===== config.mk =====
export PLATFORM = sky130hd
export DESIGN_NAME = icache_lru
export DESIGN_NICKNAME = d
export VERILOG_FILES = /design/src/design/icache_pkg.sv /design/src/design/icache_lru.sv
export VERILOG_INCLUDE_DIRS = /design/src /design/src/design
export SDC_FILE = /design/constraint.sdc
export NUM_CORES = 1
export LEC_CHECK = 0
export BUFFER_PORTS_ARGS = -buffer_cell sky130_fd_sc_hd__buf_4
export CAP_MARGIN = 0
export CELL_PAD_IN_SITES_DETAIL_PLACEMENT = 1
export CELL_PAD_IN_SITES_GLOBAL_PLACEMENT = 1
export CORE_UTILIZATION = 55
export DETAILED_ROUTE_END_ITERATION = 7
export HOLD_SLACK_MARGIN = 0.08
export PLACE_DENSITY = 0.94
export SYNTH_ARGS = -nofsm -noshare
export SYNTH_HDL_FRONTEND = slang
export SYNTH_SLANG_ARGS = --single-unit

===== constraint.sdc =====
create_clock -name clk -period 10.1 [get_ports clk]
set_input_delay 2.02 -clock clk [delete_from_list [all_inputs] [get_ports clk]]
set_output_delay 2.02 -clock clk [all_outputs]
set_load 0.01 [all_outputs]

===== src/design/icache_defines.svh =====
`ifndef ICACHE_DEFINES_SVH
`define ICACHE_DEFINES_SVH

// cache geometry
`define ICACHE_WAYS       4
`define ICACHE_SETS       64
`define ICACHE_LINE_BEATS 16    // 32-bit beats per line

`define ICACHE_COOKIE_W   32    // returned untouched with the answer

// exception codes
`define EXP_NONE          7'h00
`define EXP_ADEF          7'h08 // fetch address error

`endif

===== src/design/icache_pkg.sv =====
`default_nettype none

`include "icache_defines.svh"

package icache_pkg;

    typedef logic [31:0]                       addr_t;
    typedef logic [19:0]                       tag_t;     // paddr[31:12]
    typedef logic [5:0]                        index_t;   // addr[11:6]
    typedef logic [`ICACHE_WAYS-1:0]           way_vec_t; // one-hot
    typedef logic [`ICACHE_LINE_BEATS*32-1:0]  line_t;
    typedef logic [63:0]                       packet_t;  // two instructions
    typedef logic [`ICACHE_COOKIE_W-1:0]       cookie_t;
    typedef logic [6:0]                        exc_t;

    typedef enum logic [2:0] {
        idle,
        lookup,
        miss_req,
        refill,
        uncache_req,
        uncache_wait,
        cacop,
        respond
    } ctrl_state_t;

endpackage

`default_nettype wire


===== src/design/icache_lru.sv =====
`default_nettype none

`include "icache_defines.svh"

module icache_lru (
    input  logic                 clk,
    input  logic                 rst,
    input  icache_pkg::index_t   index,
    input  icache_pkg::way_vec_t visit,
    input  logic                 en,
    output icache_pkg::way_vec_t victim
);

    // bit 0 root, bit 1 ways 0/1, bit 2 ways 2/3; each points at the victim side
    logic [2:0] tree [`ICACHE_SETS];
    logic [2:0] cur;

    assign cur = tree[index];

    always_comb begin
        if (cur[0]) begin
            victim = cur[2] ? 4'b1000 : 4'b0100;
        end else begin
            victim = cur[1] ? 4'b0010 : 4'b0001;
        end
    end

    always_ff @(posedge clk) begin
        if (rst) begin
            for (int s = 0; s < `ICACHE_SETS; s++) begin
                tree[s] <= '0;
            end
        end else if (en) begin
            if (visit[0]) begin
                tree[index] <= {cur[2], 1'b1, 1'b1};
            end else if (visit[1]) begin
                tree[index] <= {cur[2], 1'b0, 1'b1};
            end else if (visit[2]) begin
                tree[index] <= {1'b1, cur[1], 1'b0};
            end else if (visit[3]) begin
                tree[index] <= {1'b0, cur[1], 1'b0};
            end
        end
    end

endmodule

`default_nettype wire


### After elaboration in Yosys (flattened, before gate mapping)

Memory sizes are Yosys's and may differ from the RTL's.
Cells that the tools add are included.

| storage, ports and cells | value |
|---|---|
| word-level logic and storage cells | 38 |
| memories | 1 |
| memory bits (writable) | 192 |
| register bits after elaboration | 0 |
| output and inout port bits | 4 |

Memories:

| name | words | width | read ports | clocked after memory_dff | write ports | RTL line | source |
|---|---|---|---|---|---|---|---|
| tree | 64 | 3 | 1 | 0 | 64 | icache_lru.sv:15 | `` logic [2:0] tree [`ICACHE_SETS]; `` |

| cells by class | value |
|---|---|
| reductions and logical operators | 1 |
| bitwise operators | 3 |
| multiplexer cells | 33 |

Operators by type and width:

| kind | count |
|---|---|
| $mux W1 | 25 |
| $mux W3 | 4 |
| $mux W4 | 2 |
| $mux W6 | 1 |
| $or A1 B1 Y1 | 3 |
| $reduce_or A3 Y1 | 1 |
| $mux W2 | 1 |

### Logic depth before layout (Yosys ltp)

| logic depth | value |
|---|---|
| depth in word-level cells | 10 |
| depth in mapped cells | 12 |

### Worst setup path after synthesis

No wires, ideal clock.

| path | value |
|---|---|
| path type | in2out |
| start point | input port index[2] |
| end point | output port victim[0] |
| slack | 4.025 ns |
| path buffers | 3 |
| data required time | 8.080 ns |
| cell stages on the path | 9 |
| data arrival time | 4.055 ns |
| cells stage by stage | buf_2 -> buf_4 -> buf_2 -> mux2_1 -> a221oi_1 -> o22ai_1 -> o2bb2ai_1 -> or4_1 -> nor2_1 |

| between the ends | value |
|---|---|
| cells in the longest elaborated chain, start to end | 3 |

Ends and longest elaborated chain:

| element | RTL line | source |
|---|---|---|
| from (decl) | icache_lru.sv:8 | `input icache_pkg::index_t index,` |
| $mem_v2 Z64 W3 (*) | n/a |  |
| $mux W2 | icache_lru.sv:24 | `victim = cur[1] ? 4'b0010 : 4'b0001;` |
| $mux W4 (*) | icache_lru.sv:21 | `if (cur[0]) begin` |
| to (decl) | icache_lru.sv:11 | `output icache_pkg::way_vec_t victim` |

Every way passes the cells marked *; elsewhere a longest branch is shown, timed or not.

### Worst setup path after layout

| path | value |
|---|---|
| start point | input port index[2] |
| end point | output port victim[2] |

| between the ends | value |
|---|---|
| cells in the longest elaborated chain, start to end | 3 |

Ends and longest elaborated chain:

| element | RTL line | source |
|---|---|---|
| $mem_v2 Z64 W3 (*) | n/a |  |
| $mux W4 | icache_lru.sv:22 | `victim = cur[2] ? 4'b1000 : 4'b0100;` |
| $mux W4 (*) | icache_lru.sv:21 |  |

Marked as above.

==> flow_summary.ini <==
[run_status]
outcome = complete, no violations

[synthesis]
synth_nets = 838
synthTopCellsByCount = 192 x edfxtp_1, 82 x nor2_1, 59 x nand2_1
synth_seq_area_share = 0.575
yosysTopAreaCell = edfxtp_1
postSynthAreaPerCell_um2 = 12.2
synth_area_leaders = edfxtp_1 57%, mux2i_1 4.8%, nor3_2 4.4%, a211oi_1 4.0%, nor2_1 3.1%
synth-async-reset-ratio = 0
yosysTopAreaCellShare = 0.575
synth_edf_count = 192
yosys_warnings = 0
synthCells = 825
ys_ff_latch = 192
syn-cell-area_um2 = 10000
synth.distinct_cells = 57
yosysMostFrequentCell = edfxtp_1
synthFlopType = edfxtp_1

[route]
drc = 0
antenna_left = 0
drt-initial-drc-count = 1120
routedWlPerCell_um = 31.4
routed_wl_mm = 32.5
vias = 7587
first_pass_iters = 6
avgViaCountPerCell = 7.34

[clocking]
ctsHoldBuffers = 0
clk_path_buf_depth = 2
clk-insertion-delay-late_ps = 450
cts.clk_slew.worst_paths_ps = 80
numCtsBuffers = 17
cts_root_buffer = clkbuf_16
post_cts_resized = 0
post_cts_buffers = 0
cts_sinks = 192
h-tree-depth = 4
cts_tree = built

[setup_path]
worst-path-buf-inv = 4
cp_cell_sequence = buf_4, buf_4, mux2i_1, o22ai_1, a21oi_1, o22ai_1, nor4b_2, buf_4, and2_1, buf_4
cp.arrival_ps = 5230
required_ps = 8080
cp_common_cell = buf_4
crit_path_max_fanout = 53
cpPeakStageDelay_ps = 640
critPathSlowestCell = buf_4
crit_family = buffers and inverters
endpoint_kind = output port
worstSetupPathType = in -> out
cp-start-kind = input port

[sta]
finalHoldViolations = 0
max_slew_margin = 0.141
worst_pin_slew_ps = 1280
rsz0062_at_grt = no
skew_ps = 14.6
fmax_mhz = 138
post-route-min-period_ps = 7250
setup_viol = 0
drv_slew = 0
finalCritPeriodShare = 0.717
setup_ws_ps = 2850
tns_ps = 0

[layout]
utilization = 0.598
largest-register = tree
area_growth_pct = 6.74
finalNetCount = 805
largest_register_ffs = 192
diodes = 0
reg_top3 = tree (192)
drive_gt1_frac = 0.170

[power]
p_leak_nw = 3.68
power.density_nw_per_um2 = 166
ir_drop_mv = 0.128

[global_route]
grt_pass1_wl_mm = 48.9
overflow = 0
antenna_found_initial = 0
grt_max_degree = 68
grtUsageTotal = 0.364
grt_pass1_vias = 7877

[die]
dieArea_um2 = 18800
io_pins = 17
start_util = 0.560
core_area_um2 = 17900
row_count = 49
die_h_um = 137
fp.dieW_um = 137

[placement]
post-dp-hpwl_mm = 20.8
numPortBuffers = 16
gp_congestion = 0.944
post-place-ws_ps = 3000

[run]
drv_cap = 0

[hold_path]
worst_hold_path_type = reg -> reg
-- cell usage in the layout (no fill, tap or decap), drive strengths merged, types with 4 or more instances in the layout --
master / instances
buf: 29
a211oi: 54
nand3b: 4
mux4: 9
edfxtp: 192
nand2b: 46
inv: 13
and2: 8
mux2i: 48
nor3: 75
a21o: 14
nand2: 59
clkbuf: 17
a221oi: 8
nand3: 16
nor2b: 5
mux2: 8
a21oi: 8
nor2: 83
and3b: 5
a221o: 12
o21bai: 7
o21ai: 8
o22ai: 22
a2111oi: 12
clkinv: 4
-- worst paths after layout --
| check | startpoint | end | slack [ps] | depth (start not counted) |
|---|---|---|---|---|
| worst max-delay path | index[2] | victim[2] | 2850 | 10 |
| worst min-delay path | tree[7][2] | tree[44][2] | 1450 | 6 |
| worst max register to register | tree[45][1] | tree[17][1] | 7380 | 7 |
| worst min register to register | tree[7][2] | tree[44][2] | 1450 | 6 |
-- logic make-up (layout without fill, tap and decap cells) --
group / count (synthesis) / count (layout) / share of synthesized area
flops: 192 / 192 / 0.575
simple gates: 320 / 320 / 0.180
mux: 65 / 65 / 0.0771
compound gates: 164 / 164 / 0.124
buf+inv: 84 / 64 / 0.0439
-- per-stage QoR --
stage	hold WS (ps)	total power [mW]	instance area, um^2	cells
2_1_floorplan	1020	1.04	10000	825
3_3_place_gp	1370	1.09	10100	1002
3_5_place_dp	1410	1.10	10100	1002
4_1_cts	1420	1.76	10700	1034
5_1_grt	1530	1.80	10700	1034
6_report	1450	1.78	10700	1034
-- tightest hold or removal path, stage by stage (launching register included) --
cell	delay [ps]
edfxtp_1	330
a221o_1	140
a21oi_1	60
o22ai_1	170
nor4b_2	90
buf_4	270
a211oi_1	240
-- per-layer routing --
metal | GRT usage | part of all wire | vias up
met2 | 0.591 | 0.49 | 587
met4 | 0.202 | 0.055 | 0
li1 | - | - | 3094
met5 | 0 | 0 | -
met1 | 0.454 | 0.36 | 3747
met3 | 0.0781 | 0.10 | 159
-- power breakdown --
part / switching [mW] / internal (mW)
Clock: 0.348 / 0.333
Sequential: 0.0143 / 0.904
Combinational: 0.123 / 0.0525
-- cell type report --
type	count	area, um^2
Clock inverter	15	161
Multi-Input combinational cell	549	3840
Fill cell	1802	7190
Clock buffer	17	425
Sequential cell	192	5770
Tap cell	229	287
Inverter	3	11.3
Timing Repair Buffer	29	218
Note: power is estimated with default switching activity, not from simulation.
