--- src/design/icache_defines.svh ---
`ifndef ICACHE_DEFINES_SVH
`define ICACHE_DEFINES_SVH

// cache geometry
`define ICACHE_WAYS       4
`define ICACHE_SETS       64
`define ICACHE_LINE_BEATS 16    // 32-bit beats per line

`define ICACHE_COOKIE_W   32    // returned untouched with the answer

// exception codes
`define EXP_NONE          7'h00
`define EXP_ADEF          7'h08 // fetch address error

`endif
--- src/design/icache_pkg.sv ---
`default_nettype none

`include "icache_defines.svh"

package icache_pkg;

    typedef logic [31:0]                       addr_t;
    typedef logic [19:0]                       tag_t;     // paddr[31:12]
    typedef logic [5:0]                        index_t;   // addr[11:6]
    typedef logic [`ICACHE_WAYS-1:0]           way_vec_t; // one-hot
    typedef logic [`ICACHE_LINE_BEATS*32-1:0]  line_t;
    typedef logic [63:0]                       packet_t;  // two instructions
    typedef logic [`ICACHE_COOKIE_W-1:0]       cookie_t;
    typedef logic [6:0]                        exc_t;

    typedef enum logic [2:0] {
        idle,
        lookup,
        miss_req,
        refill,
        uncache_req,
        uncache_wait,
        cacop,
        respond
    } ctrl_state_t;

endpackage

`default_nettype wire

--- src/design/icache_refill.sv ---
`default_nettype none

`include "icache_defines.svh"

module icache_refill (
    input  logic              clk,
    input  logic              rst,
    input  logic              ret_valid,
    input  logic              ret_last,
    input  logic [31:0]       data,
    output icache_pkg::line_t line,
    output logic              fill_finish
);

    localparam int CNT_W = $clog2(`ICACHE_LINE_BEATS);

    logic [CNT_W-1:0] beat_cnt;

    always_ff @(posedge clk) begin
        if (rst) begin
            beat_cnt    <= '0;
            fill_finish <= 1'b0;
        end else begin
            fill_finish <= ret_valid & ret_last;
            if (ret_valid) begin
                beat_cnt <= ret_last ? '0 : beat_cnt + 1'b1;   // ready for next burst
            end
        end
    end

    // beat n lands in word n of the line
    always_ff @(posedge clk) begin
        if (ret_valid) begin
            line[{beat_cnt, 5'b0} +: 32] <= data;
        end
    end

endmodule

`default_nettype wire

--- config.mk ---
export PLATFORM = sky130hd
export DESIGN_NAME = icache_refill
export DESIGN_NICKNAME = d
export VERILOG_FILES = /design/src/design/icache_pkg.sv /design/src/design/icache_refill.sv
export VERILOG_INCLUDE_DIRS = /design/src /design/src/design
export SDC_FILE = /design/constraint.sdc
export NUM_CORES = 1
export LEC_CHECK = 0
export ABC_AREA = 1
export BUFFER_PORTS_ARGS = -buffer_cell sky130_fd_sc_hd__buf_2
export CORE_MARGIN = 3
export CORE_UTILIZATION = 30
export CTS_CLUSTER_SIZE = 8
export DETAILED_ROUTE_END_ITERATION = 8
export GPL_ROUTABILITY_DRIVEN = 0
export HOLD_SLACK_MARGIN = 0.1
export SYNTH_ARGS = -nofsm -noshare
export SYNTH_HDL_FRONTEND = slang
export SYNTH_SLANG_ARGS = --single-unit
--- constraint.sdc ---
create_clock -name clk -period 9.4 [get_ports clk]
set_input_delay 1.41 -clock clk [delete_from_list [all_inputs] [get_ports clk]]
set_output_delay 1.41 -clock clk [all_outputs]
set_load 0.05 [all_outputs]
Word level (Yosys, flattened, before mapping)
Cells that the tools add are included.

Output and inout port bits: 513. Word-level logic and storage cells: 10. Flip-flop bits (word level): 517. Bits of input ports: 36.

Multiplexer cells: 2. Bitwise gates (word level): 1. Add/subtract/negate cells: 2. Shift-type cells: 2.

Operators by type and width (number): 512-bit bitwise mux (1); 32-bit by 11-bit variable shift with 512-bit output (first input constant) (1); 32-bit by 11-bit variable part select with 512-bit output (1); 9-bit negator with 11-bit output (1); 4-bit by 1-bit adder with 4-bit output (second input constant) (1); 4-bit 2-to-1 mux (1); 1-bit bitwise AND (1).

Depth between registers and ports, before layout
Depth after elaboration: 3. Depth in mapped cells: 11.

Worst setup path after synthesis
OpenSTA, ideal clock, no wires.

Path type: input to register. Start point: input port ret_valid. End point: register line[352], enable pin. Stages: 3. Path slack: 4.820 ns. Arrival: 4.119 ns. Library setup time: 0.461 ns. Cell sequence: clkbuf_1 > nand2_1 > nor3_1.

RTL lines: start: declaration (RTL line icache_refill.sv:8) `input logic ret_valid,`; end signal: indexed assignment (RTL line icache_refill.sv:34) `line[{beat_cnt, 5'b0} +: 32] <= data;`; end: declaration (RTL line icache_refill.sv:11) `output icache_pkg::line_t line,`.

==> flow_metrics.py <==
metrics = {
    "synth": {
        "synth-compound-area-share_pct": 0.127,
        "synthDistinctLibCells": 21,
        "synth.most_common_cell": "edfxtp_1",
        "synth_xor_area_share_pct": 0,
        "synth_top_family_by_area": "simple AND/OR/NAND/NOR gates",
        "ys.flop_type": "edfxtp_1",
        "syn_avg_cell_area_um2": 13.0,
        "synth_fa_ha_area_share_pct": 0.191,
        "ys_ff_latch": 517,
        "synthMuxAreaShare_pct": 0,
        "synth_commonest_cells": "edfxtp_1 (512), nor2_1 (466), nand3_1 (128), nand2_1 (116), inv_1 (101)",
        "syn_nets": 1559,
        "synth_top_area_cell": "edfxtp_1",
        "synth_cells": 1520,
        "synthSimpleGateAreaFrac_pct": 16.5,
        "synthesis.area_um2": 19700,
        "synth-edff-count": 512,
        "yosysSeqAreaShare_pct": 78.6,
        "synth_area_leaders": "edfxtp_1 (78%), nor2_1 (8.9%), nand3_1 (3.3%), nand2_1 (2.2%), inv_1 (1.9%)",
        "synthArstFlopShare_pct": 0,
        "yosysTopAreaCellShare_pct": 78.1,
        "yosys_warnings": 0,
    },
    "worst_setup_path": {
        "path_buf_inv": 3,
        "cp.arrival_ps": 5150,
        "crit_path_end": "line[349]$_DFFE_PP_",
        "crit_path_max_fanout": 69,
        "worstPathCellList": "inv_2, ha_2, inv_2, nor2_4, buf_4, nand2_1, nor2_4",
        "critPathCaptureType": "flip-flop",
        "crit_type": "flip-flop to flip-flop",
        "worst_ep_required_time_ps": 9600,
        "reg2reg_from": "beat_cnt[0]$_SDFFE_PP0P_",
        "worstSetupStartpointType": "flip-flop",
        "path_depth": 7,
        "rr_endpoint": "line[349]$_DFFE_PP_",
        "cpLargestDelayFamily": "simple AND/OR/NAND/NOR gates",
        "reg2regPathDepth": 7,
        "timing.critical_path.from": "beat_cnt[0]$_SDFFE_PP0P_",
        "r2r_slack_ps": 4460,
        "slowest_stage": "nor2_4",
        "critPathMaxStageDelay_ps": 910,
    },
    "global_routing": {
        "grt_pass1_vias": 13700,
        "antenna_found_initial": 9,
        "grt.overflow.total": 0,
        "grt_pass1_wl_mm": 102,
        "grt_max_degree": 104,
        "grt_usage_pct": 21.4,
    },
    "detailed_routing": {
        "first_pass_iters": 7,
        "via_per_inst": 4.86,
        "antenna_left": 0,
        "vias": 14300,
        "drc": 0,
        "first_iter_violations": 1546,
        "avgRoutedWirePerCell_um": 25.8,
        "drt_wl_total_mm": 75.8,
    },
    "timing": {
        "skew_ps": 22.4,
        "hold_ws_ps": 520,
        "period_share_pct": 52.6,
        "period_needed_ps": 4940,
        "tightest_slew_ps": 1100,
        "tns_ps": 0,
        "setup_violations": 0,
        "hold_viol": 0,
        "rsz0062_at_grt": "false",
        "slew_headroom_pct": 26.8,
        "max_freq_mhz": 202,
        "slew_viol_final": 0,
    },
    "floorplan": {
        "rows": 93,
        "die_y_um": 262,
        "ioPinCount": 549,
        "design.die.area_um2": 68700,
        "start_util_pct": 30.4,
        "core-area_um2": 64700,
        "fp.dieW_um": 262,
    },
    "clock_network": {
        "cts_tree": "done",
        "post-cts-setup-buffers": 0,
        "clk_latency_ps": 590,
        "holdBufCountCts": 0,
        "cts_resized": 0,
        "h-tree-depth": 3,
        "cts_sinks": 517,
        "cts_buffers": 75,
        "clk_path_buf_depth": 3,
        "clkSlewWorstSetupHoldPaths_ps": 50,
        "cts-root-buf": "clkbuf_16",
    },
    "finish": {
        "area_growth_syn_to_layout_pct": 28.5,
        "drive_gt1_share_pct": 32.8,
        "final_cells": 2935,
        "nNetsFinal": 2103,
    },
    "power": {
        "pwr-share-seq_pct": 48.5,
        "p_switching_mw": 1.20,
        "p_per_area_nw_per_um2": 207,
        "ir_drop_mv": 0.173,
        "switching_share_pct": 22.9,
        "internal_power_mw": 4.05,
        "pwr-share-clk_pct": 45.7,
        "cellLeakagePower_nw": 8.06,
        "combinationalPowerShare_pct": 5.9,
    },
    "flow_run": {
        "maxCapViolCount": 0,
    },
    "min_path": {
        "hp-start": "beat_cnt[1]$_SDFFE_PP0P_",
        "hold_class": "flip-flop to flip-flop",
    },
    "place": {
        "portBuffers": 548,
        "place_hpwl_mm": 50.4,
        "placed_cells": 2842,
    },
    "status": {
        "status": "finished, final reports clean",
    },
}
tightest hold or removal path: cells and delay by family (launching register included):
kind,cells,cell delay (ps)
and+or+nand+nor,1,80
DFF,1,340
AOI/OAI and AO/OA,1,60
placed cells by master, fill, tap and decap left out:
cell type and instances:
o21ai_0 1, clkbuf_1 10, ha_1 2, nand2_1 115
clkinv_2 1, nor3b_1 1, bufinv_16 1, inv_1 101
clkbuf_16 77, nand3_1 128, ha_2 1, dfxtp_4 1
nand2_4 2, buf_4 16, inv_6 2, buf_2 548
nand2_8 2, inv_2 9, nand2_2 1, edfxtp_1 512
clkinv_1 1, a21oi_1 4, nor2_2 3, dfxtp_1 4
diode_2 1, nor3_2 2, nor2_1 452, nor3_1 66
nor2_4 16
power groups by stage:
stage	clock network, mW	registers [mW]	logic (mW)
finish	2.40	2.54	0.308
global route	2.53	2.54	0.326
CTS	2.44	2.54	0.310
detailed placement	0	2.59	0.310
global placement	0	2.59	0.307
floorplan	0	2.65	0.126
cell type report:
cell class | count | area, µm²
fillers | 6320 | 39400
clock buffers | 87 | 1960
flip-flops and latches | 517 | 15500
diodes | 1 | 2.50
repair buffers | 564 | 2860
well taps | 855 | 1070
multi-input cells | 796 | 3460
inverters | 110 | 413
clock inverters | 5 | 56.3
through the flow:
step	utilization (%)	total power [mW]	cell area, µm²	setup slack, ps
after floorplan	-	2.78	19700	4820
after global placement	36.0	2.89	23300	4610
after detailed placement	36.0	2.90	23300	4440
after CTS	39.1	5.29	25300	4450
after global routing	39.1	5.40	25300	4100
final	39.1	5.25	25300	4460
state kept, by name, indices dropped and copies added (netlist names):
signal / flops
line: 512
fill_finish: 1
beat_cnt: 4
worst min path at each step:
stage                                          end  slack (ps)  cells after the start
after global routing      beat_cnt[1]$_SDFFE_PP0P_         570                      2
after CTS                 beat_cnt[2]$_SDFFE_PP0P_         520                      2
after detailed placement  beat_cnt[2]$_SDFFE_PP0P_         520                      2
after floorplan           beat_cnt[1]$_SDFFE_PP0P_         480                      2
final                     beat_cnt[1]$_SDFFE_PP0P_         520                      2
after global placement    beat_cnt[1]$_SDFFE_PP0P_         500                      2
kinds of logic (layout without fill, tap and decap cells):
logic type / count (synthesis) / in the layout
AOI/OAI and AO/OA: 5 / 5
adders and majority gates: 3 / 3
buffers and inverters: 207 / 766
DFF: 517 / 517
other: 0 / 1
and+or+nand+nor: 788 / 788
per-layer routing:
metal	GRT usage, %	share of wire, %
met1	27.0	39
met2	34.0	47
met3	7.30	11
met4	7.81	3.6
met5	0	0.045
Note: power is estimated with default switching activity, not from simulation.
