--- src/design/icache_defines.svh ---
`ifndef ICACHE_DEFINES_SVH
`define ICACHE_DEFINES_SVH

// cache geometry
`define ICACHE_WAYS       4
`define ICACHE_SETS       64
`define ICACHE_LINE_BEATS 16    // 32-bit beats per line

`define ICACHE_COOKIE_W   32    // returned untouched with the answer

// exception codes
`define EXP_NONE          7'h00
`define EXP_ADEF          7'h08 // fetch address error

`endif
--- src/design/icache_pkg.sv ---
`default_nettype none

`include "icache_defines.svh"

package icache_pkg;

    typedef logic [31:0]                       addr_t;
    typedef logic [19:0]                       tag_t;     // paddr[31:12]
    typedef logic [5:0]                        index_t;   // addr[11:6]
    typedef logic [`ICACHE_WAYS-1:0]           way_vec_t; // one-hot
    typedef logic [`ICACHE_LINE_BEATS*32-1:0]  line_t;
    typedef logic [63:0]                       packet_t;  // two instructions
    typedef logic [`ICACHE_COOKIE_W-1:0]       cookie_t;
    typedef logic [6:0]                        exc_t;

    typedef enum logic [2:0] {
        idle,
        lookup,
        miss_req,
        refill,
        uncache_req,
        uncache_wait,
        cacop,
        respond
    } ctrl_state_t;

endpackage

`default_nettype wire

--- src/design/icache_ctrl.sv ---
`default_nettype none

`include "icache_defines.svh"

module icache_ctrl (
    input  logic                 clk,
    input  logic                 rst,
    input  logic                 valid,
    input  logic                 cache_hit,
    input  icache_pkg::way_vec_t hit,
    input  icache_pkg::way_vec_t victim,
    input  logic                 uncache,
    input  logic                 cacop_en,
    input  logic [1:0]           cacop_code,
    input  logic [1:0]           pc_low,
    input  icache_pkg::exc_t     tlb_exception,
    input  logic                 r_rdy,
    input  logic                 fill_finish,
    output logic                 rbuf_we,
    output logic                 pbuf_we,
    output icache_pkg::way_vec_t tagv_we,
    output icache_pkg::way_vec_t mem_we,
    output icache_pkg::way_vec_t tagv_clear,
    output logic                 lru_en,
    output icache_pkg::way_vec_t visit,
    output logic                 rdata_sel,
    output logic                 r_req,
    output logic [7:0]           r_length,
    output logic                 r_data_ready,
    output logic                 data_valid,
    output logic                 cache_ready,
    output logic                 cacop_ready,
    output logic                 cacop_complete,
    output icache_pkg::exc_t     exception
);

    icache_pkg::ctrl_state_t state;
    icache_pkg::ctrl_state_t state_nxt;
    icache_pkg::way_vec_t    victim_q;

    // address error wins over a translator fault; cache ops never trap here
    always_comb begin
        if (cacop_en) begin
            exception = `EXP_NONE;
        end else if (pc_low != 2'b00) begin
            exception = `EXP_ADEF;
        end else begin
            exception = tlb_exception;
        end
    end

    always_ff @(posedge clk) begin
        if (rst) begin
            state     <= icache_pkg::idle;
            victim_q  <= '0;
            rdata_sel <= 1'b0;
        end else begin
            state     <= state_nxt;
            rdata_sel <= (state == icache_pkg::refill) && fill_finish;
            if (state == icache_pkg::lookup && !cache_hit) begin
                victim_q <= victim;                  // way to refill
            end
        end
    end

    always_comb begin
        state_nxt      = state;
        rbuf_we        = 1'b0;
        pbuf_we        = 1'b0;
        tagv_we        = '0;
        mem_we         = '0;
        tagv_clear     = '0;
        lru_en         = 1'b0;
        visit          = '0;
        r_req          = 1'b0;
        r_data_ready   = 1'b0;
        data_valid     = 1'b0;
        cache_ready    = 1'b0;
        cacop_complete = 1'b0;
        unique case (state)
            icache_pkg::idle: begin
                cache_ready = 1'b1;
                rbuf_we     = valid;
                if (valid) begin
                    state_nxt = icache_pkg::lookup;
                end
            end
            icache_pkg::lookup: begin
                pbuf_we = 1'b1;                      // p_addr arrives now
                if (cacop_en) begin
                    state_nxt = icache_pkg::cacop;
                end else if (exception != `EXP_NONE) begin
                    state_nxt = icache_pkg::respond; // no access
                end else if (uncache) begin
                    state_nxt = icache_pkg::uncache_req;
                end else if (cache_hit) begin
                    lru_en    = 1'b1;
                    visit     = hit;
                    state_nxt = icache_pkg::respond;
                end else begin
                    state_nxt = icache_pkg::miss_req;
                end
            end
            icache_pkg::miss_req: begin
                r_req = 1'b1;
                if (r_rdy) begin
                    state_nxt = icache_pkg::refill;
                end
            end
            icache_pkg::refill: begin
                r_data_ready = 1'b1;
                if (fill_finish) begin
                    tagv_we   = victim_q;
                    mem_we    = victim_q;
                    lru_en    = 1'b1;
                    visit     = victim_q;
                    state_nxt = icache_pkg::respond;
                end
            end
            icache_pkg::uncache_req: begin
                r_req = 1'b1;
                if (r_rdy) begin
                    state_nxt = icache_pkg::uncache_wait;
                end
            end
            icache_pkg::uncache_wait: begin
                r_data_ready = 1'b1;
                if (fill_finish) begin
                    state_nxt = icache_pkg::respond;
                end
            end
            icache_pkg::cacop: begin
                cacop_complete = 1'b1;
                case (cacop_code)
                    2'd0:    tagv_clear = '1;        // index invalidate, all ways
                    2'd2:    tagv_clear = hit;       // hit invalidate
                    default: tagv_clear = '0;
                endcase
                state_nxt = icache_pkg::idle;
            end
            icache_pkg::respond: begin
                data_valid  = 1'b1;
                cache_ready = 1'b1;
                rbuf_we     = valid;                 // back-to-back accept
                state_nxt   = valid ? icache_pkg::lookup : icache_pkg::idle;
            end
            default: begin
                state_nxt = icache_pkg::idle;
            end
        endcase
    end

    assign cacop_ready = cache_ready;
    assign r_length    = (state == icache_pkg::miss_req) ? 8'd15 : 8'd1;

endmodule

`default_nettype wire

--- config.mk ---
export PLATFORM = sky130hd
export DESIGN_NAME = icache_ctrl
export DESIGN_NICKNAME = d
export VERILOG_FILES = /design/src/design/icache_pkg.sv /design/src/design/icache_ctrl.sv
export VERILOG_INCLUDE_DIRS = /design/src /design/src/design
export SDC_FILE = /design/constraint.sdc
export NUM_CORES = 1
export LEC_CHECK = 0
export ABC_AREA = 1
export ABC_CLOCK_PERIOD_IN_PS = 1200
export BUFFER_PORTS_ARGS = -buffer_cell sky130_fd_sc_hd__buf_2
export CAP_MARGIN = 20
export CORE_MARGIN = 4
export CORE_UTILIZATION = 34
export CTS_CLUSTER_SIZE = 14
export DETAILED_ROUTE_END_ITERATION = 10
export GPL_TIMING_DRIVEN = 1
export HOLD_SLACK_MARGIN = 0.08
export PLACE_DENSITY = 0.75
export SYNTH_ARGS = -nofsm -noshare
export SYNTH_HDL_FRONTEND = slang
export SYNTH_SLANG_ARGS = --single-unit
--- constraint.sdc ---
create_clock -name clk -period 1.2 [get_ports clk]
set_input_delay 0.12 -clock clk [delete_from_list [all_inputs] [get_ports clk]]
set_output_delay 0.12 -clock clk [all_outputs]
set_load 0.1 [all_outputs]
==> impl_metrics.json, run 1 <==
{
  "dpl-instance-area_sq_um": 1970,
  "avgSynthCellArea_sq_um": 5.75,
  "synthesis.area_sq_um": 817,
  "io_buffer_count": 62,
  "synthesized_area_fraction_occupied_by_and_or_nand_nor_cells_pct": 35.2,
  "outcome": "aborted with a tool error",
  "floorplan.initialDensity_pct": 36.2,
  "die-width_um": 57.0,
  "yosys-mux-area-fraction_pct": 0,
  "adder_and_majority_gate_portion_of_the_synthesized_area_pct": 0,
  "synth_cells": 142,
  "count_of_synthesis_stage_warnings_from_yosys": 0,
  "die-height_um": 57.0,
  "stop_error": "[ERROR DPL-0038] Utilization greater than 100%, impossible to legalize",
  "synthXorXnorAreaFrac_pct": 0,
  "synth-seq-cells": 8,
  "cts.htree.levels": 1,
  "synth-compound-area-share_pct": 16.7,
  "cts_post_setup_buffers_inserted": 15,
  "place.detailed.hpwl_mm": 3.62,
  "cts_max_path_buffers": 2,
  "outcome.stop_stage": "4_1_cts",
  "synth_top_family_by_area": "simple AND/OR/NAND/NOR gates",
  "row_count": 17,
  "cts.sink_count": 8,
  "cts_buffers": 3,
  "seq_area_frac_synth_pct": 19.6,
  "boundaryPins": 68,
  "clk_root_buffer_cell": "clkbuf_4",
  "hold_buffers": 1,
  "synth.distinct_cells": 23,
  "cts_resized": 34,
  "routabilityCongestion": 0.885
}
-- synthesized netlist by cell type --
cell type,number,share of area [%]
a21oi_1,9,5.5
a31oi_1,1,0.77
buf_4,13,12
conb_1,2,0.92
dfxtp_1,8,20
inv_1,26,12
inv_2,8,3.7
nand2_1,24,11
nand2_2,1,0.77
nand3_1,7,4.3
nand4_1,1,0.77
nor2_1,21,9.6
nor2_2,2,1.5
nor2_4,1,1.4
nor3_1,3,1.8
nor3_2,1,1.2
nor3_4,1,2.0
o211ai_2,1,1.5
o21ai_0,5,3.1
o21ai_1,1,0.61
o21ai_2,4,4.3
o21bai_1,1,0.92
or2_2,1,0.77
-- logic make-up after synthesis --
logic type,after synthesis
compound gates,22
buf+inv,47
flops,8
other cells,2
simple gates,63
-- per-stage QoR --
| step | std cells | hold WS [ns] | TNS (ns) | utilization [%] | setup slack (ns) |
|---|---|---|---|---|---|
| 2_1_floorplan | 145 | 0.179 | -24.31 | - | -1.35 |
| 3_5_place_dp | 246 | 0.341 | -6.53 | 87.2 | -0.362 |
| 3_3_place_gp | 246 | 0.314 | -3.43 | 87.2 | -0.253 |
==> inputs of run 2 (changes only) <==
--- a/config.mk
+++ b/config.mk
@@ -7,16 +7,14 @@
 export NUM_CORES = 1
 export LEC_CHECK = 0
 export ABC_AREA = 1
-export ABC_CLOCK_PERIOD_IN_PS = 1200
+export ABC_CLOCK_PERIOD_IN_PS = 1600
 export BUFFER_PORTS_ARGS = -buffer_cell sky130_fd_sc_hd__buf_2
 export CAP_MARGIN = 20
 export CORE_MARGIN = 4
-export CORE_UTILIZATION = 34
-export CTS_CLUSTER_SIZE = 14
+export CORE_UTILIZATION = 20
 export DETAILED_ROUTE_END_ITERATION = 10
 export GPL_TIMING_DRIVEN = 1
-export HOLD_SLACK_MARGIN = 0.08
-export PLACE_DENSITY = 0.75
+export PLACE_DENSITY_LB_ADDON = 0.15
 export SYNTH_ARGS = -nofsm -noshare
 export SYNTH_HDL_FRONTEND = slang
 export SYNTH_SLANG_ARGS = --single-unit
==> constraint.sdc (replaced) <==
create_clock -name clk -period 1.6 [get_ports clk]
set_input_delay 0.16 -clock clk [delete_from_list [all_inputs] [get_ports clk]]
set_output_delay 0.16 -clock clk [all_outputs]
set_load 0.1 [all_outputs]
==> run 2 against run 1 <==
  * The flow now finishes, with violations (negative setup slack)
  * Synthesized cell count did not move
  * Synthesized area stayed put
==> impl_metrics.json, run 2 <==
{
  "outcome": "finished with violations",
  "violations": "negative setup slack",
  "io_buffer_count": 62,
  "flip_flop_count_of_the_largest_register_after_layout": 4,
  "routabilityCongestion": 0.781,
  "synth.distinct_cells": 23,
  "avgSynthCellArea_sq_um": 5.75,
  "p_int_mw": 1.29,
  "clkSlewWorstSetupHoldPaths_ns": 0.04,
  "die-height_um": 71.9,
  "largest_registers": "victim_q (4), state (3), rdata_sel (1)",
  "synthXorXnorAreaFrac_pct": 0,
  "multi_input_area_sq_um": 636,
  "clock_insertion_delay_worst_skew_ns": 0.23,
  "drv_slew": 0,
  "routed-via-count": 1022,
  "place.detailed.hpwl_mm": 2.26,
  "rsz0062_at_grt": "yes",
  "final_core_util_pct": 49.0,
  "finalWorstPathRequiredPeriod_ns": 1.68,
  "grt_pass1_wl_mm": 4.26,
  "cts.htree.levels": 1,
  "cts.sink_count": 8,
  "hold_buffers": 0,
  "postRouteAntennaNets": 0,
  "synth-compound-area-share_pct": 16.7,
  "netlist_top_cells_count": "26 x inv_1, 24 x nand2_1, 21 x nor2_1",
  "regMostFlops": "victim_q",
  "endpoint_kind": "output port",
  "synthesized_area_fraction_occupied_by_and_or_nand_nor_cells_pct": 35.2,
  "crit_type": "reg -> out",
  "finalWorstSetupSlack_ns": -0.0763,
  "antennaDiodeCount": 0,
  "seq_area_frac_synth_pct": 19.6,
  "globalRoute.totalOverflow": 0,
  "synth_cells": 142,
  "cp-start-kind": "flip-flop",
  "count_of_synthesis_stage_warnings_from_yosys": 0,
  "worst-endpoint-arrival_ns": 1.52,
  "power.share.combinational_pct": 80.0,
  "area_growth_pct": 128,
  "drc": 0,
  "pwr_density_cell_nw_per_um2": 1600,
  "area_taken_by_flip_flops_and_latches_sq_um": 171,
  "layout.filler_cells": 361,
  "final.setup.tns_ns": -0.654,
  "most_numerous_cell_in_the_yosys_netlist": "inv_1",
  "worstSetupStartpoint": "state[1]",
  "cts_max_path_buffers": 2,
  "synth_top_cells_by_area": "dfxtp_1 20%, buf_4 12%, inv_1 12%",
  "drt-total-wl_mm": 2.60,
  "design.die.area_sq_um": 5170,
  "min_path_type": "in -> reg",
  "finish.net_count": 238,
  "hold_path.startpoint": "rst",
  "die-width_um": 71.9,
  "synthesis.area_sq_um": 817,
  "post-synth-top-area-fraction_pct": 19.6,
  "crit_path_max_fanout": 5,
  "antenna_found_initial": 0,
  "cts_buffers": 3,
  "layout.cells.most_common_list": "34 x buf_2, 26 x buf_12, 20 x inv_1",
  "floorplan.initialDensity_pct": 21.5,
  "power_switching_mw": 1.70,
  "power.clock.fraction_pct": 8.5,
  "power_leakage_nw": 0.935,
  "drive_gt1_share_pct": 59.5,
  "report.final.hold_viol_count": 0,
  "final_common_cell": "buf_2",
  "routed_wire_length_per_instance_um": 10.1,
  "finClkSkew_ns": 0.00463,
  "timing.final.crit_share_pct": 105,
  "synth_top_area_cell": "dfxtp_1",
  "synth_top_family_by_area": "simple AND/OR/NAND/NOR gates",
  "power_switching_share_pct": 56.9,
  "row_count": 22,
  "r2r_start": "state[0]",
  "worst_ir_drop_vdd_mv": 0.851,
  "adder_and_majority_gate_portion_of_the_synthesized_area_pct": 0,
  "number_of_synthesized_flops_with_an_enable_pin": 0,
  "drt_iter0_markers": 21,
  "synth-seq-cells": 8,
  "cts_tree": "built",
  "post-place-cells": 248,
  "synth-main-ff-cell": "dfxtp_1",
  "fmax_ghz": 0.597,
  "setup_viol_count_final": 13,
  "avgViaCountPerCell": 3.96,
  "final_cells": 258,
  "clk_root_buffer_cell": "clkbuf_8",
  "first_global_vias": 1010,
  "pwr-share-seq_pct": 11.5,
  "worstPathRequired_ns": 1.44,
  "largest_net_degree_at_the_start_of_global_routing": 8,
  "detailedRoute.firstPassIterationCount": 4,
  "gr-usage-all-layers_pct": 10.3,
  "boundaryPins": 68,
  "max_cap_violation_count": 0,
  "area_of_the_placeable_core_sq_um": 3800,
  "async_set_or_reset_register_ratio_after_synthesis_pct": 0,
  "yosys-mux-area-fraction_pct": 0
}
==> run 2: timing repair <==
action	CTS	global route
buffers inserted	5	1
setup endpoints to repair	13	24
hold endpoints to repair	0	0
resized for setup	7	7
pin swaps	6	9
==> run 2: cell type report <==
type,count,share of cell area [%]
inverters,34,7.92
clock buffers,4,2.42
repair buffers,74,43.1
multi-input cells,90,34.1
flip-flops and latches,8,9.20
well taps,48,3.22
==> run 2: routing by layer <==
layer / vias to the layer above / share of wire, % / GRT usage [%]
met2: 45 / 45 / 16.5
li1: 551 / - / -
met5: - / 0 / 0
met4: 0 / 1.0 / 4.38
met3: 2 / 8.9 / 1.94
met1: 424 / 45 / 13.4
==> run 2: cell families (layout without fill, tap and decap cells) <==
family                 Yosys count  after routing
flip-flops                       8              8
other                            2              5
buffers and inverters           47            112
AO/OA/AOI/OAI                   22             22
AND/OR/NAND/NOR                 63             63
==> run 2: final timing paths <==
check / endpoint / slack [ns] / depth (start not counted)
worst max-delay path: visit[2] / -0.08 / 6
worst min-delay path: state[2] / 0.14 / 2
worst max register to register: state[0] / 0.12 / 9
worst min register to register: state[2] / 0.52 / 2
==> run 2: per-stage QoR <==
stage | instance area, sq um | total power [mW] | setup WS [ns] | hold slack (ns)
CTS | 1830 | 2.93 | -0.103 | 0.140
detailed placement | 1720 | 2.56 | 0.00362 | 0.381
global route | 1860 | 3.13 | -0.158 | 0.141
global placement | 1720 | 2.56 | -0.00257 | 0.378
floorplan | 1070 | 1.97 | -0.993 | 0.219
finish | 1860 | 2.98 | -0.0763 | 0.144
==> run 2: power groups by stage <==
stage          logic, mW  clock network (mW)  registers, mW
4_1_cts             2.33               0.261          0.339
5_1_grt             2.50               0.278          0.356
3_3_place_gp        2.20                   0          0.364
2_1_floorplan       1.63                   0          0.341
3_5_place_dp        2.19                   0          0.366
6_report            2.39               0.253          0.343
==> run 2: critical path, cell delays in order (launching register included) <==
cell	delay [ns]
dfxtp_4	0.36
nor3_4	0.20
nand4_1	0.13
nor2_1	0.13
inv_2	0.12
o21ai_4	0.16
buf_12	0.19
Power figures use the tool's default switching activity.
==> inputs of run 3 (changes only) <==
--- a/config.mk
+++ b/config.mk
@@ -10,9 +10,9 @@
 export ABC_CLOCK_PERIOD_IN_PS = 1600
 export BUFFER_PORTS_ARGS = -buffer_cell sky130_fd_sc_hd__buf_2
 export CAP_MARGIN = 20
-export CORE_MARGIN = 4
-export CORE_UTILIZATION = 20
+export CORE_AREA = 4 4 65 67
 export DETAILED_ROUTE_END_ITERATION = 10
+export DIE_AREA = 0 0 69 71
 export GPL_TIMING_DRIVEN = 1
 export PLACE_DENSITY_LB_ADDON = 0.15
 export SYNTH_ARGS = -nofsm -noshare
==> run 3 against run 2 <==
  * The run still ends with negative setup slack left
  * Flip-flop and latch count is the same
  * Die area shrank 5.3%
  * Worst setup slack lost 0.017 ns
  * Highest routed layer unchanged
  * Final area grew 2.4%
  * Wire length grew 4.4%
  * Sequential share of layout area shrank 0.21 points
  * Global-route usage grew 0.42 points
  * Non-clock buffer count shrank 1
  * Power grew 3.3%
==> impl_metrics.json, run 3 (synthesized netlist as in run 2, its figures left out) <==
{
  "critPathSlowestCell": "dfxtp_4",
  "cp-start-kind": "flip-flop",
  "p_total_mw": 3.08,
  "violations": "negative setup slack",
  "floorplan.initialDensity_pct": 22.5,
  "worstPathRequired_ns": 1.44,
  "cts_tree": "built",
  "grt_pass1_wl_mm": 4.42,
  "clkSlewWorstSetupHoldPaths_ns": 0.05,
  "finalWorstPathRequiredPeriod_ns": 1.69,
  "setup_viol_count_final": 19,
  "drc": 0,
  "boundaryPins": 68,
  "worst_path_largest_cell_delay_ns": 0.36,
  "drt_iter0_markers": 11,
  "power_leakage_nw": 0.969,
  "finClkSkew_ns": 0.00564,
  "cts_buffers": 3,
  "pwr_density_cell_nw_per_um2": 1620,
  "routabilityCongestion": 0.709,
  "area_of_the_placeable_core_sq_um": 3630,
  "timing.final.crit_share_pct": 106,
  "first_global_vias": 1035,
  "area_growth_pct": 133,
  "place.detailed.hpwl_mm": 2.34,
  "pre_cts_ws_ns": 0.00224,
  "finalWorstSetupSlack_ns": -0.0937,
  "max_cap_violation_count": 0,
  "globalRoute.totalOverflow": 0,
  "drv_slew": 0,
  "antennaDiodeCount": 0,
  "clock_insertion_delay_worst_skew_ns": 0.24,
  "cts.sink_count": 8,
  "cts_max_path_buffers": 2,
  "worst-endpoint-arrival_ns": 1.53,
  "antenna_found_initial": 0,
  "regMostFlops": "victim_q",
  "design.die.area_sq_um": 4900,
  "worst_ir_drop_vdd_mv": 1.40,
  "crit_path_max_fanout": 5,
  "die-width_um": 69,
  "layout.cells.most_common_list": "34 x buf_2, 28 x buf_12, 20 x inv_1",
  "postRouteAntennaNets": 0,
  "cp_cell_sequence": "nor3_4 -> nand4_1 -> nor2_2 -> inv_4 -> o21ai_4 -> buf_12",
  "report.final.hold_viol_count": 0,
  "clk_root_buffer_cell": "clkbuf_8",
  "crit_type": "reg -> out",
  "largest_registers": "victim_q (4), state (3), rdata_sel (1)",
  "fmax_ghz": 0.590,
  "drt-total-wl_mm": 2.72,
  "rsz0062_at_grt": "yes",
  "min_path_type": "in -> reg",
  "routed_wire_length_per_instance_um": 10.6,
  "final_core_util_pct": 52.5,
  "drive_gt1_share_pct": 59.8,
  "critical-path-top-delay-family": "simple AND/OR/NAND/NOR gates",
  "final_common_cell": "buf_2",
  "finish.net_count": 237,
  "critical_path_buf_inv_count": 2,
  "gr-usage-all-layers_pct": 10.7,
  "io_buffer_count": 62,
  "die-height_um": 71,
  "dpl-instance-area_sq_um": 1720,
  "detailedRoute.firstPassIterationCount": 4,
  "row_count": 22,
  "cts.htree.levels": 1,
  "endpoint_kind": "output port",
  "design_area_sq_um": 1910,
  "routed-via-count": 1051,
  "flip_flop_count_of_the_largest_register_after_layout": 4,
  "avgViaCountPerCell": 4.09,
  "outcome": "finished with violations",
  "largest_net_degree_at_the_start_of_global_routing": 8
}
run 3: cell count changes in the layout (fill, tap and decap cells not counted), sizes merged:
cell	delta
buf	-1
run 3: final cells by class:
type | instances | area, sq um
tap | 48 | 60.1
sequential | 8 | 171
inverter | 34 | 150
multi-input combinational | 90 | 659
fill | 365 | 1730
clock buffer | 4 | 45.0
timing repair buffer | 73 | 821
run 3: final timing paths:
path | endpoint | cells past startpoint | slack [ns] | start
worst min register to register | state[2] | 2 | 0.52 | state[2]
worst max-delay path | visit[2] | 6 | -0.09 | state[1]
worst max register to register | state[0] | 10 | 0.15 | state[1]
worst min-delay path | state[2] | 2 | 0.12 | rst
run 3: metrics by stage:
stage	setup TNS (ns)	cells	hold WS (ns)
2_1_floorplan	-13.45	145	0.219
3_3_place_gp	0	247	0.377
3_5_place_dp	0	247	0.368
4_1_cts	-0.744	256	0.116
5_1_grt	-2.38	257	0.145
6_report	-0.679	257	0.124
run 3: report_power, final:
group          total (mW)  internal (mW)  switching [mW]
Clock               0.262          0.173          0.0883
Sequential          0.351          0.274          0.0772
Combinational        2.47          0.883            1.59
run 3: repair_timing:
action | 4_1_cts | 5_1_grt
hold buffers | 0 | 0
setup endpoints to repair | 20 | 25
hold endpoints to repair | 0 | 0
setup buffers | 5 | 1
resized for setup | 10 | 9
pin swaps | 7 | 4
run 3: layer usage:
metal  GRT usage, %  vias up  wire (um)  part of all wire, %
met1           12.0      460       1070                   39
met2           19.7       42       1390                   51
li1               -      545          -                    -
met4           3.90        0         29                  1.1
met3           2.41        4        230                  8.5
met5              0        -          0                    0
